**config.mk**
```make
export PLATFORM = sky130hd
export DESIGN_NAME = pcgu_seq_flat
export DESIGN_NICKNAME = d
export VERILOG_FILES = /design/src/rtl/pcgu_pkg.sv /design/src/rtl/pcgu_wake_if.sv /design/src/rtl/pcgu_seq.sv /design/src/flat_wrapper.sv
export SDC_FILE = /design/constraint.sdc
export NUM_CORES = 1
export LEC_CHECK = 0
export ABC_AREA = 1
export ABC_CLOCK_PERIOD_IN_PS = 1900
export CORE_MARGIN = 8
export CORE_UTILIZATION = 54
export CTS_CLUSTER_SIZE = 40
export DETAILED_ROUTE_END_ITERATION = 6
export DONT_BUFFER_PORTS = 1
export PLACE_DENSITY = 0.73
export SETUP_SLACK_MARGIN = 0.02
export SLEW_MARGIN = 25
export SYNTH_ARGS = -nofsm -noshare
export SYNTH_HDL_FRONTEND = slang
export SYNTH_SLANG_ARGS = --single-unit
```
**constraint.sdc**
```tcl
create_clock -name pgcb_clk -period 1.9 [get_ports pgcb_clk]
set_clock_uncertainty 0.15 [all_clocks]
set_input_delay 0.095 -clock pgcb_clk [delete_from_list [all_inputs] [get_ports pgcb_clk]]
set_output_delay 0.095 -clock pgcb_clk [all_outputs]
set_load 0.005 [all_outputs]
```
**src/rtl/pcgu_pkg.sv**
```systemverilog
package pcgu_pkg;

    // ----------------------------------------
    // Clock request sequencer
    // ----------------------------------------

    // Width of the wake and gate hysteresis timer
    parameter int TMR_W = 4;

    // Sequencer states
    typedef enum logic [2:0] {
        // Clock may be gated, any wake source accepted
        SELWAKE   = 3'h0,
        // Clock acked, waiting out wake hysteresis
        NOSEL     = 3'h1,
        // Clock valid for all consumers
        UNGATECLK = 3'h2,
        // Gate requested, waiting out gate hysteresis
        GATEPEND  = 3'h3,
        // Request dropped, waiting for ack to fall
        GATECLK   = 3'h4,
        // Clock may be gated, only the power manager wake accepted
        PMCWAKE   = 3'h5
    } clkreq_state_t;

endpackage

```
**src/rtl/pcgu_wake_if.sv**
```systemverilog
`timescale 1ns/10ps

interface pcgu_wake_if;

    // Mask levels from the sequencer
    logic mask_acc_wake;
    logic mask_pmc_wake;

    // Clear controls from the sequencer
    logic clr_acc_wake;
    logic clr_clkreq_sustain;
    logic clr_defon_flag;

    // Status back from wake control
    logic clkreq_sustain;
    logic defon_flag;

    // Sequencer side
    modport seq (
        output mask_acc_wake,
        output mask_pmc_wake,
        output clr_acc_wake,
        output clr_clkreq_sustain,
        output clr_defon_flag,
        input  clkreq_sustain,
        input  defon_flag
    );

    // Wake control side
    modport wake (
        input  mask_acc_wake,
        input  mask_pmc_wake,
        input  clr_acc_wake,
        input  clr_clkreq_sustain,
        input  clr_defon_flag,
        output clkreq_sustain,
        output defon_flag
    );

endinterface

```
**src/rtl/pcgu_seq.sv**
```systemverilog
`timescale 1ns/10ps

module pcgu_seq #(
    parameter int DEF_PWRON = 0
) (
    input  logic                       pgcb_clk,
    input  logic                       pgcb_rst_b,
    input  logic                       clkack_syn,
    input  logic                       sync_gate,
    input  logic                       pgcb_pok,
    input  logic [pcgu_pkg::TMR_W-1:0] t_clkwake,
    input  logic [pcgu_pkg::TMR_W-1:0] t_clkgate,
    pcgu_wake_if.seq                   seq,
    output logic                       sync_clkvld
);

    pcgu_pkg::clkreq_state_t state_q;
    pcgu_pkg::clkreq_state_t state_d;

    logic [pcgu_pkg::TMR_W-1:0] tmr_q;
    logic [pcgu_pkg::TMR_W-1:0] tmr_d;
    logic                       tmr_expired;
    logic                       reload_wake;
    logic                       reload_gate;
    logic                       tmr_dec;
    logic                       mask_acc_q;
    logic                       mask_pmc_q;

    // ----------------------------------------
    // State machine
    // ----------------------------------------

    always_ff @(posedge pgcb_clk, negedge pgcb_rst_b) begin
        if (!pgcb_rst_b) begin
            state_q <= pcgu_pkg::PMCWAKE;
        end else begin
            state_q <= state_d;
        end
    end

    always_comb begin
        state_d = state_q;
        case (state_q)
            // Clock acked and request held
            pcgu_pkg::PMCWAKE,
            pcgu_pkg::SELWAKE: begin
                if (clkack_syn && seq.clkreq_sustain) begin
                    state_d = pcgu_pkg::NOSEL;
                end
            end
            // Wake hysteresis done
            pcgu_pkg::NOSEL: begin
                if (tmr_expired) begin
                    state_d = pcgu_pkg::UNGATECLK;
                end
            end
            pcgu_pkg::UNGATECLK: begin
                if (sync_gate) begin
                    state_d = pcgu_pkg::GATEPEND;
                end
            end
            // Gate withdrawn or hysteresis done
            pcgu_pkg::GATEPEND: begin
                if (!sync_gate) begin
                    state_d = pcgu_pkg::UNGATECLK;
                end else if (tmr_expired) begin
                    state_d = pcgu_pkg::GATECLK;
                end
            end
            // Once ack is gone pok picks which wakes count
            pcgu_pkg::GATECLK: begin
                if (!clkack_syn) begin
                    state_d = pgcb_pok ? pcgu_pkg::SELWAKE : pcgu_pkg::PMCWAKE;
                end
            end
            default: begin
                state_d = pcgu_pkg::PMCWAKE;
            end
        endcase
    end

    // Strobes on the transition itself
    assign seq.clr_clkreq_sustain = (state_q == pcgu_pkg::GATEPEND) &&
                                    (state_d == pcgu_pkg::GATECLK);
    assign seq.clr_defon_flag     = (state_q == pcgu_pkg::NOSEL) &&
                                    (state_d == pcgu_pkg::UNGATECLK);
    // Level while the clock is valid
    assign seq.clr_acc_wake       = (state_q == pcgu_pkg::UNGATECLK);

    // ----------------------------------------
    // Hysteresis timer
    // ----------------------------------------

    assign reload_wake = ((state_q == pcgu_pkg::PMCWAKE) || (state_q == pcgu_pkg::SELWAKE)) &&
                         (state_d == pcgu_pkg::NOSEL);
    assign reload_gate = (state_q == pcgu_pkg::UNGATECLK) && (state_d == pcgu_pkg::GATEPEND);
    assign tmr_dec     = (state_q == pcgu_pkg::NOSEL) || (state_q == pcgu_pkg::GATEPEND);

    // Reloads never overlap
    // Decrement only in the two wait states
    always_comb begin
        if (reload_wake) begin
            tmr_d = t_clkwake;
        end else if (reload_gate) begin
            tmr_d = t_clkgate;
        end else if (tmr_dec) begin
            tmr_d = tmr_q - {{(pcgu_pkg::TMR_W-1){1'b0}}, 1'b1};
        end else begin
            tmr_d = tmr_q;
        end
    end

    always_ff @(posedge pgcb_clk, negedge pgcb_rst_b) begin
        if (!pgcb_rst_b) begin
            tmr_q <= '1;
        end else begin
            tmr_q <= tmr_d;
        end
    end

    assign tmr_expired = (tmr_q == '0);

    // ----------------------------------------
    // Registered outputs
    // ----------------------------------------

    always_ff @(posedge pgcb_clk, negedge pgcb_rst_b) begin
        if (!pgcb_rst_b) begin
            mask_pmc_q  <= 1'b0;
            mask_acc_q  <= 1'b1;
            sync_clkvld <= (DEF_PWRON != 0);
        end else begin
            mask_pmc_q  <= (state_d != pcgu_pkg::PMCWAKE) && (state_d != pcgu_pkg::SELWAKE);
            mask_acc_q  <= (state_d != pcgu_pkg::SELWAKE);
            // Default-on flag keeps the clock valid until first ungate
            sync_clkvld <= (state_d == pcgu_pkg::UNGATECLK) || seq.defon_flag;
        end
    end

    assign seq.mask_pmc_wake = mask_pmc_q;
    assign seq.mask_acc_wake = mask_acc_q;

endmodule

```
**src/flat_wrapper.sv**
```systemverilog
// flat-port wrapper written by rule: the top's interface ports become plain ports
module pcgu_seq_flat 
#(
    parameter int DEF_PWRON = 0
)
  (pgcb_clk, pgcb_rst_b, clkack_syn, sync_gate, pgcb_pok, t_clkwake, t_clkgate, sync_clkvld, seq_mask_acc_wake, seq_mask_pmc_wake, seq_clr_acc_wake, seq_clr_clkreq_sustain, seq_clr_defon_flag, seq_clkreq_sustain, seq_defon_flag);
  pcgu_wake_if seq_i ();
  input  logic pgcb_clk;
  input  logic pgcb_rst_b;
  input  logic clkack_syn;
  input  logic sync_gate;
  input  logic pgcb_pok;
  input  logic [pcgu_pkg::TMR_W-1:0] t_clkwake;
  input  logic [pcgu_pkg::TMR_W-1:0] t_clkgate;
  output logic sync_clkvld;
  output wire logic [$bits(seq_i.mask_acc_wake)-1:0] seq_mask_acc_wake;
  output wire logic [$bits(seq_i.mask_pmc_wake)-1:0] seq_mask_pmc_wake;
  output wire logic [$bits(seq_i.clr_acc_wake)-1:0] seq_clr_acc_wake;
  output wire logic [$bits(seq_i.clr_clkreq_sustain)-1:0] seq_clr_clkreq_sustain;
  output wire logic [$bits(seq_i.clr_defon_flag)-1:0] seq_clr_defon_flag;
  input wire logic [$bits(seq_i.clkreq_sustain)-1:0] seq_clkreq_sustain;
  input wire logic [$bits(seq_i.defon_flag)-1:0] seq_defon_flag;
  assign seq_mask_acc_wake = seq_i.mask_acc_wake;
  assign seq_mask_pmc_wake = seq_i.mask_pmc_wake;
  assign seq_clr_acc_wake = seq_i.clr_acc_wake;
  assign seq_clr_clkreq_sustain = seq_i.clr_clkreq_sustain;
  assign seq_clr_defon_flag = seq_i.clr_defon_flag;
  assign seq_i.clkreq_sustain = seq_clkreq_sustain;
  assign seq_i.defon_flag = seq_defon_flag;
  pcgu_seq #(.DEF_PWRON(DEF_PWRON)) u_core (.pgcb_clk(pgcb_clk), .pgcb_rst_b(pgcb_rst_b), .clkack_syn(clkack_syn), .sync_gate(sync_gate), .pgcb_pok(pgcb_pok), .t_clkwake(t_clkwake), .t_clkgate(t_clkgate), .seq(seq_i), .sync_clkvld(sync_clkvld));
endmodule
```
==> flow_summary_export.csv, run 1 <==
group,metric,value,unit
timing,post-route-min-period,1.80,ns
timing,slew_headroom,70.1,%
logic_synthesis,ys_types,23,
global_routing,grt_use_met1,16.4,%
logic_synthesis,ys_ff_latch,10,
placed_design,port-buffer-count,0,
timing,maxSlewViolCount,0,
power,p_leak,0.553,nW
logic_synthesis,synth_nets,121,
floorplanning,die-area,2910,um2
clock_tree,clkSinkCount,10,
worst_setup_path,crit_slowest_cell,"dfstp_2",
global_routing,use_met3,4.13,%
routing,wl_per_cell,14.6,um
routing,first_pass_iters,4,
timing,layout_worst_path_cycle_share,94.8,%
cells_and_area,syn_to_final_growth,35.0,%
logic_synthesis,syn_inst,105,
worst_setup_path,cp_cell_sequence,"nor2_1 -> nand2_4 -> buf_4 -> o21bai_4 -> inv_2 -> nor2_8 -> nand4_1 -> or2_1",
worst_setup_path,worstSetupPathType,"reg2reg",
routing,route.detailed.drc,0,
worst_setup_path,crit_fanout,6,
cells_and_area,fillers,103,
floorplanning,io_pins,21,
global_routing,grt_pass1_vias,709,
routing,antenna_left,0,
global_routing,use_met2,23.4,%
worst_setup_path,arrival,1.84,ns
power,p_per_area,1970,nW/um2
timing,fmax,555,MHz
placed_design,dp_slack,-0.000820,ns
power,p_total,2.07,mW
cells_and_area,fin_nets,145,
clock_tree,worstSkewPairLatency,0.26,ns
clock_tree,htreeDepth,1,
floorplanning,rows,13,
placed_design,place.gp.congestion,0.814,
worst_setup_path,r2r_start,"u_core.tmr_q[2]",
worst_setup_path,reg2reg_depth,8,
power,vdd_drop_max,1.18,mV
worst_setup_path,reg2reg_to,"u_core.seq.mask_acc_wake",
worst_hold_path,hp-start,"t_clkgate[0]",
routing,num_vias,754,
worst_setup_path,required,1.94,ns
routing,drt-initial-drc-count,17,
clock_tree,ctsRootBufferMaster,"clkbuf_4",
worst_setup_path,critPathCaptureType,"register",
placed_design,place_hpwl,1350,um
worst_hold_path,holdPathStages,6,
global_routing,grt_antenna_before_repair,0,
placed_design,placed_cell_area,825,um2
global_routing,grt_max_degree,11,
worst_hold_path,holdPathEnd,"u_core.tmr_q[0]",
worst_setup_path,critPathLaunchType,"register",
timing,setup_slack,0.0987,ns
run,drv_cap,0,
global_routing,busiest_layer,"met2",
cells_and_area,diodes,0,
logic_synthesis,ys_seq_area_share,33.4,%
timing,finalHoldViolCount,0,
floorplanning,coreArea,1320,um2
worst_setup_path,critical-path-max-stage-delay,0.39,ns
routing,routed_via_density,5.27,
logic_synthesis,yosysWarnings,0,
clock_tree,clockBufferDepth,2,
floorplanning,die_h,53.9,um
clock_tree,cts_tree,"yes",
cells_and_area,most-common-layout-cells,"nand2_1, buf_4, inv_1, nor2_1",
worst_hold_path,min_path_type,"in2reg",
run_status,status,"finished clean",
clock_tree,numCtsBuffers,3,
routing,totalWireLength,2090,um
timing,setup_viol,0,
timing,worst_pin_slew,0.447,ns
global_routing,grt_usage,13.9,%
floorplanning,start_util,58.9,%
cells_and_area,drive_gt1_share,38.3,%
clock_tree,clkTransAtPathRegs,0.07,ns
cells_and_area,layout_commonest_cell,"nand2_1",
global_routing,grt_first_pass_wirelength,3040,um
logic_synthesis,avgSynthCellArea,7.39,um2
worst_setup_path,reg2reg_slack,0.1,ns
floorplanning,die_w,53.9,um
timing,rsz0062_at_grt,"yes",
global_routing,grt.overflow.total,0,
logic_synthesis,synth_area,776,um2
cells_and_area,fin_area,1050,um2
## synthesized netlist by cell type
cell / instances / area, um2
ha_1: 1 / 12.5
nand2_2: 2 / 12.5
dfstp_2: 7 / 184
nand4_1: 6 / 37.5
nor2_2: 2 / 12.5
nor2_1: 8 / 30.0
o21bai_1: 2 / 15.0
nand2_1: 32 / 120
nor2_8: 2 / 40.0
or2_1: 1 / 6.26
inv_2: 4 / 15.0
o21ai_0: 4 / 20.0
o21ai_1: 2 / 10.0
xor2_1: 1 / 8.76
o21ai_2: 1 / 8.76
nor2_4: 1 / 11.3
nand3_4: 2 / 35.0
inv_1: 13 / 48.8
xnor2_1: 2 / 17.5
nand3_2: 2 / 20.0
nor3_1: 1 / 5.00
dfrtp_1: 3 / 75.1
nand3_1: 6 / 30.0
## state kept, by name, indices dropped and copies added (netlist names)
register and cells:
u_core.seq.mask_acc_wake 1, u_core.seq.mask_pmc_wake 1, u_core.state_q 3, u_core.sync_clkvld 1
u_core.tmr_q 4
## metrics by stage
step	std cells	utilization (%)	TNS [ns]	hold WS (ns)
2_1_floorplan	105	-	0	-0.351
3_3_place_gp	124	62.6	0	-0.350
3_5_place_dp	124	62.6	-0.000820	-0.350
4_1_cts	135	70.8	0	0.00445
5_1_grt	143	79.5	-0.0350	0.0752
6_report	143	79.5	0	0.00602
## repair_timing
item | 4_1_cts | 5_1_grt
endpoints found under the setup margin | 4 | 6
endpoints found under the hold margin | 15 | 0
pin swaps | 0 | 13
buffers inserted | 0 | 8
gates resized for setup | 1 | 15
hold buffers | 6 | 0
gates cloned | 1 | 0
## logic make-up after synthesis
| kind of cell | after synthesis | share of synthesized area [%] |
|---|---|---|
| and+or+nand+nor | 65 | 46.5 |
| buffers and inverters | 17 | 8.23 |
| DFF | 10 | 33.4 |
| AOI/OAI and AO/OA | 9 | 6.94 |
| xor gates and xnor gates | 3 | 3.39 |
| adders and majority gates | 1 | 1.61 |
## report_power, final
group / switching [mW] / total [mW] / internal, mW
Clock: 0.0740 / 0.190 / 0.116
Combinational: 0.816 / 1.42 / 0.603
Sequential: 0.0893 / 0.459 / 0.370
## layout make-up
class	count	area, um2	share of cell area (%)
well taps	15	18.8	1.79
flip-flops and latches	10	259	24.7
inverters	17	63.8	6.09
multi-input cells	79	515	49.2
clock buffers	4	36.3	3.46
repair buffers	18	154	14.7
## metal layers
metal  wire length [um]  vias up
met5                  0        -
met4                 12        0
met3                123        2
met2               1020       19
met1                934      350
li1                   -      383
## critical path, delay by kind of cell (launching register included)
family / cells / cell delay [ns]
flip-flops: 1 / 0.39
buffers and inverters: 2 / 0.22
AO/OA/AOI/OAI: 1 / 0.11
AND/OR/NAND/NOR: 5 / 0.85
## worst max path at each step
stage / end / start / slack [ns]
final: u_core.seq.mask_acc_wake / u_core.tmr_q[2] / 0.1
after global routing: u_core.tmr_q[3] / u_core.tmr_q[1] / -0.02
after CTS: u_core.tmr_q[3] / u_core.tmr_q[0] / 0.03
after detailed placement: u_core.tmr_q[3] / u_core.tmr_q[0] / -0.0008
after global placement: u_core.tmr_q[1] / u_core.tmr_q[0] / 0.04
after floorplan: u_core.tmr_q[0] / u_core.tmr_q[0] / 0.08
(Power assumes the default switching activity.)
==> run 2: changes to the inputs <==
- PLACE_DENSITY: 0.73 -> 0.72
==> run 2 against run 1 <==
- flip-flop and latch count unchanged
- non-clock buffer count unchanged
- worst setup slack worse by 0.024 ns
- highest routed layer unchanged
- critical path depth up 3
- largest cell class unchanged
- worst hold slack better by 0.029 ns
- critical path type unchanged
- global-route usage up 0.39 points
- sequential share of layout area down 0.23 points
- power up 1.8%
- register-to-register slack worse by 0.02 ns
- critical endpoint is now u_core.tmr_q[1]
- core utilization up 0.76 points
==> flow_summary_export.csv, run 2 (synthesized netlist as in run 1, its figures left out) <==
group,metric,value,unit
clock_tree,numCtsBuffers,3,
placed_design,place.gp.congestion,0.787,
placed_design,place_hpwl,1400,um
cells_and_area,fin_area,1060,um2
cells_and_area,most-common-layout-cells,"nand2_1, inv_1, buf_4, nand2_2, nor2_1",
worst_setup_path,arrival,1.88,ns
worst_setup_path,reg2reg_to,"u_core.tmr_q[1]",
worst_setup_path,crit_top_cell,"nand2_1",
placed_design,dp_cells,123,
timing,post-route-min-period,1.82,ns
run,drv_cap,0,
worst_setup_path,reg2reg_slack,0.08,ns
routing,antenna_left,0,
clock_tree,clockBufferDepth,2,
power,p_leak,0.547,nW
worst_setup_path,crit_slowest_cell,"dfstp_2",
placed_design,port-buffer-count,0,
global_routing,grt_first_pass_wirelength,3060,um
floorplanning,coreArea,1320,um2
global_routing,grt.overflow.total,0,
timing,slew_headroom,69.7,%
worst_setup_path,required,1.96,ns
clock_tree,htreeDepth,1,
routing,drt-initial-drc-count,19,
routing,route.detailed.drc,0,
cells_and_area,largest_reg_flops,4,
worst_setup_path,worstSetupPathType,"reg2reg",
routing,totalWireLength,2060,um
cells_and_area,fin_nets,145,
cells_and_area,drive_gt1_share,40.6,%
timing,finalHoldViolCount,0,
clock_tree,ctsRootBufferMaster,"clkbuf_4",
cells_and_area,regMostFlops,"u_core.tmr_q",
global_routing,grt_usage,14.3,%
floorplanning,die_h,53.9,um
power,p_per_area,1990,nW/um2
cells_and_area,final_util,80.2,%
floorplanning,die_w,53.9,um
power,sequentialPowerShare,22.0,%
power,p_clk_share,9.2,%
timing,rsz0062_at_grt,"yes",
power,pwr-share-comb,68.8,%
placed_design,placed_cell_area,817,um2
power,swShare,48.5,%
worst_hold_path,min_path_type,"in2reg",
floorplanning,io_pins,21,
cells_and_area,instances_no_fill,143,
global_routing,grt_antenna_before_repair,0,
worst_setup_path,critical-path-max-stage-delay,0.58,ns
clock_tree,worstSkewPairLatency,0.27,ns
clock_tree,clkTransAtPathRegs,0.07,ns
routing,num_vias,761,
floorplanning,start_util,58.9,%
worst_setup_path,reg2reg_depth,11,
power,vdd_drop_max,1.18,mV
global_routing,grt_max_degree,11,
worst_setup_path,path_delay_family,"simple AND/OR/NAND/NOR gates",
run_status,status,"finished clean",
floorplanning,die-area,2910,um2
timing,setup_viol,0,
clock_tree,cts_tree,"yes",
worst_hold_path,holdPathEnd,"u_core.tmr_q[0]",
worst_setup_path,critPathLaunchType,"register",
worst_setup_path,crit_fanout,8,
global_routing,grt_pass1_vias,700,
timing,fmax,548,MHz
clock_tree,clkSinkCount,10,
cells_and_area,reg_top3,"u_core.tmr_q x4, u_core.state_q x3",
worst_hold_path,hp-start,"t_clkgate[0]",
timing,worst_pin_slew,0.453,ns
worst_setup_path,cp_cell_sequence,"inv_2 -> nor2_2 -> nand2_2 -> o21ai_1 -> nand2_2 -> nand3_4 -> nand3_4 -> nand2_1 -> nand2_1 -> nand2_1 -> nand2_1",
worst_setup_path,r2r_start,"u_core.state_q[0]",
worst_hold_path,holdPathStages,6,
floorplanning,rows,13,
timing,whs,0.0345,ns
cells_and_area,layout_commonest_cell,"nand2_1",
timing,layout_worst_path_cycle_share,96.0,%
worst_setup_path,critPathCaptureType,"register",
worst_setup_path,crit_buf_inv,1,
power,p_int,1.08,mW
routing,routed_via_density,5.32,
timing,maxSlewViolCount,0,
routing,first_pass_iters,4,
power,p_sw,1.02,mW
cells_and_area,syn_to_final_growth,36.3,%
routing,wl_per_cell,14.4,um
cells_and_area,diodes,0,
run 2: worst reg2reg max path, delay by kind of cell, from the launching register on:
family | cells | cell delay, ns
AO/OA/AOI/OAI | 1 | 0.11
buffers and inverters | 1 | 0.08
AND/OR/NAND/NOR | 9 | 0.85
flip-flops | 1 | 0.58
run 2: repair_timing:
item	4_1_cts	5_1_grt
buffers inserted	1	7
hold endpoints to repair	15	0
pin swaps	1	14
resized for setup	1	18
setup endpoints to repair	4	6
cloned	1	0
hold buffers	7	0
run 2: area by class of cell:
type | instances | area, um2
Multi-Input combinational cell | 79 | 523
Clock buffer | 4 | 36.3
Tap cell | 15 | 18.8
Timing Repair Buffer | 18 | 156
Inverter | 17 | 63.8
Fill cell | 90 | 260
Sequential cell | 10 | 259
run 2: how the worst max path moves through the flow:
stage | start | to | slack, ns | depth (start not counted)
2_1_floorplan | u_core.tmr_q[0] | u_core.tmr_q[0] | 0.08 | 12
3_3_place_gp | u_core.tmr_q[0] | u_core.tmr_q[1] | 0.05 | 12
3_5_place_dp | u_core.tmr_q[0] | u_core.tmr_q[1] | -0.01 | 12
4_1_cts | u_core.tmr_q[0] | u_core.tmr_q[1] | 0.03 | 12
5_1_grt | u_core.state_q[0] | u_core.tmr_q[2] | -0.04 | 11
6_report | u_core.state_q[0] | u_core.tmr_q[1] | 0.08 | 11
run 2: stage by stage:
stage	setup TNS (ns)	setup slack [ns]	power, mW
after floorplan	0	0.0848	1.27
after global placement	0	0.0456	1.45
after detailed placement	-0.0330	-0.0117	1.49
after CTS	0	0.0277	1.75
after global routing	-0.0764	-0.0403	2.28
final	0	0.0751	2.10
run 2: power groups by stage:
stage                     Combinational [mW]  Clock (mW)  Sequential [mW]
final                                   1.45       0.194            0.463
after global placement                 0.996           0            0.458
after global routing                    1.60       0.203            0.475
after CTS                               1.11       0.192            0.456
after floorplan                        0.826           0            0.443
after detailed placement                1.03           0            0.458
run 2: layer usage:
layer	routed length, um	vias to the layer above	GRT usage (%)
met1	910	354	17.3
li1	-	381	-
met3	96	4	3.31
met4	23	0	7.56
met5	0	-	0
met2	1030	22	23.0
==> run 3: changes to the inputs <==
- BUFFER_PORTS_ARGS: not set -> -buffer_cell sky130_fd_sc_hd__buf_2
- CORE_MARGIN: 8 -> not set
- CORE_UTILIZATION: 54 -> 45
- DONT_BUFFER_PORTS: 1 -> not set
- PLACE_DENSITY: 0.72 -> 0.73
==> run 3 against run 2 <==
- cell area decreased by 0.47%
- combinational power down 9%
- flip-flop and latch count is the same
- worst hold slack got worse by 0.0094 ns
- final cell count up 9.8%
- global-route usage rose by 7.5 points
- critical path type unchanged
- via count increased by 7.0%
- clock power down 21%
- the flow now finishes with violations (design-rule violations)
- maximum frequency decreased by 1.8%
==> flow_summary_export.csv, run 3 (synthesized netlist as in run 1, its figures left out) <==
group,metric,value,unit
floorplanning,coreArea,1560,um2
placed_design,place_hpwl,1360,um
power,p_int,0.984,mW
cells_and_area,reg_top3,"u_core.tmr_q x4, u_core.state_q x3",
worst_hold_path,min_path_type,"in2reg",
worst_setup_path,critPathCaptureType,"register",
timing,setup_viol,0,
clock_tree,ctsRootBufferMaster,"clkbuf_4",
worst_setup_path,required,1.94,ns
run_status,status,"finished with violations",
run,drv_cap,0,
timing,worst_pin_slew,0.353,ns
power,p_clk_share,8.0,%
timing,post-route-min-period,1.86,ns
routing,route.detailed.drc,2,
routing,met1_length,855,um
run_status,violations,"design-rule violations",
routing,totalWireLength,2010,um
routing,wl_per_cell,12.8,um
worst_setup_path,critPathLaunchType,"register",
global_routing,grt_pass1_vias,692,
timing,maxSlewViolCount,0,
routing,antenna_left,0,
floorplanning,rows,14,
global_routing,grt_antenna_before_repair,0,
cells_and_area,most-common-layout-cells,"nand2_1, buf_2, inv_1, nor2_1, buf_4",
timing,finalHoldViolCount,0,
cells_and_area,fin_area,1050,um2
placed_design,placed_cell_area,918,um2
power,p_sw,0.939,mW
power,swShare,48.8,%
timing,fmax,538,MHz
cells_and_area,layout_commonest_cell,"nand2_1",
timing,layout_worst_path_cycle_share,97.8,%
floorplanning,die_w,43.5,um
worst_setup_path,crit_fanout,8,
power,pwr-share-comb,68.4,%
routing,num_vias,814,
routing,wl_met3,114,um
placed_design,place.gp.congestion,0.924,
routing,top_layer,"met4",
routing,routed_via_density,5.18,
power,p_per_area,1830,nW/um2
power,vdd_drop_max,1.08,mV
timing,rsz0062_at_grt,"yes",
global_routing,grt.overflow.total,0,
clock_tree,htreeDepth,1,
global_routing,grt_max_degree,11,
worst_setup_path,arrival,1.90,ns
clock_tree,cts_tree,"yes",
floorplanning,start_util,49.8,%
floorplanning,die_h,43.5,um
cells_and_area,regMostFlops,"u_core.tmr_q",
placed_design,dp_slack,-0.0155,ns
placed_design,port-buffer-count,20,
cells_and_area,fillers,142,
routing,first_pass_iters,6,
cells_and_area,fin_nets,158,
clock_tree,clkSinkCount,10,
cells_and_area,diodes,0,
cells_and_area,final_util,67.5,%
clock_tree,clkTransAtPathRegs,0.07,ns
power,sequentialPowerShare,23.6,%
cells_and_area,drive_gt1_share,41.8,%
clock_tree,numCtsBuffers,3,
timing,setup_slack,0.0412,ns
global_routing,grt_first_pass_wirelength,3020,um
clock_tree,clockBufferDepth,2,
worst_setup_path,worstSetupPathType,"reg2reg",
floorplanning,die-area,1890,um2
cells_and_area,largest_reg_flops,4,
routing,route.met2.wl,989,um
clock_tree,worstSkewPairLatency,0.26,ns
global_routing,grt_usage,21.9,%
routing,drt-initial-drc-count,33,
timing,slew_headroom,76.3,%
floorplanning,io_pins,21,
power,p_leak,0.581,nW
cells_and_area,syn_to_final_growth,35.6,%
-- run 3: changes by cell type in the layout (fill, tap and decap cells not counted), sizes merged --
cell	change
buf	+17
dlygate4sd3	-4
-- run 3: path summary, 6_finish.rpt --
path	start	to	slack, ns	cells after the start
worst max-delay path	u_core.tmr_q[2]	u_core.seq.mask_acc_wake	0.04	8
min in group asynchronous	pgcb_rst_b	u_core.sync_clkvld	0.09	2
worst min-delay path	t_clkwake[0]	u_core.tmr_q[0]	0.03	5
worst max register to register	u_core.tmr_q[2]	u_core.seq.mask_acc_wake	0.04	8
max in group asynchronous	pgcb_rst_b	u_core.state_q[0]	1.26	2
worst min register to register	u_core.tmr_q[3]	u_core.tmr_q[3]	0.38	2
-- run 3: per-layer routing --
| metal | up-vias | GRT usage (%) |
|---|---|---|
| li1 | 404 | - |
| met1 | 361 | 30.1 |
| met2 | 43 | 33.9 |
| met3 | 6 | 1.25 |
| met4 | 0 | 13.1 |
| met5 | - | 0 |
-- run 3: layout make-up --
cell class / instances / area (um2) / share of cell area [%]
tap: 16 / 20.0 / 1.90
sequential: 10 / 259 / 24.6
multi-input combinational: 79 / 493 / 46.8
timing repair buffer: 31 / 190 / 18.1
clock buffer: 4 / 26.3 / 2.50
inverter: 17 / 63.8 / 6.06
-- run 3: per-stage QoR --
stage | total power [mW] | hold slack, ns | instances | TNS [ns]
global placement | 1.51 | -0.188 | 144 | 0
floorplan | 1.27 | -0.351 | 105 | 0
finish | 1.92 | 0.0252 | 157 | 0
CTS | 1.74 | 0.0205 | 153 | 0
detailed placement | 1.53 | -0.187 | 144 | -0.0343
global route | 2.08 | 0.0584 | 157 | -0.000668
-- run 3: power by group through the flow --
stage / sequential (mW) / combinational (mW) / clock [mW]
finish: 0.454 / 1.32 / 0.154
global route: 0.466 / 1.45 / 0.166
CTS: 0.447 / 1.14 / 0.156
detailed placement: 0.451 / 1.08 / 0
global placement: 0.446 / 1.06 / 0
floorplan: 0.443 / 0.826 / 0
-- run 3: what timing repair did --
action | 4_1_cts | 5_1_grt
setup endpoints to repair | 4 | 6
hold buffers | 3 | 0
hold endpoints to repair | 12 | 0
pin swaps | 2 | 6
buffers inserted | 1 | 4
cloned | 1 | 0
resized for setup | 2 | 5
-- run 3: critical path, cell delays in order, from the launching register on --
cell      delay [ns]
dfstp_2         0.40
nor2_1          0.19
nand2_4         0.09
buf_4           0.14
o21bai_1        0.14
inv_2           0.08
nor2_8          0.19
nand4_1         0.17
or2_1           0.24
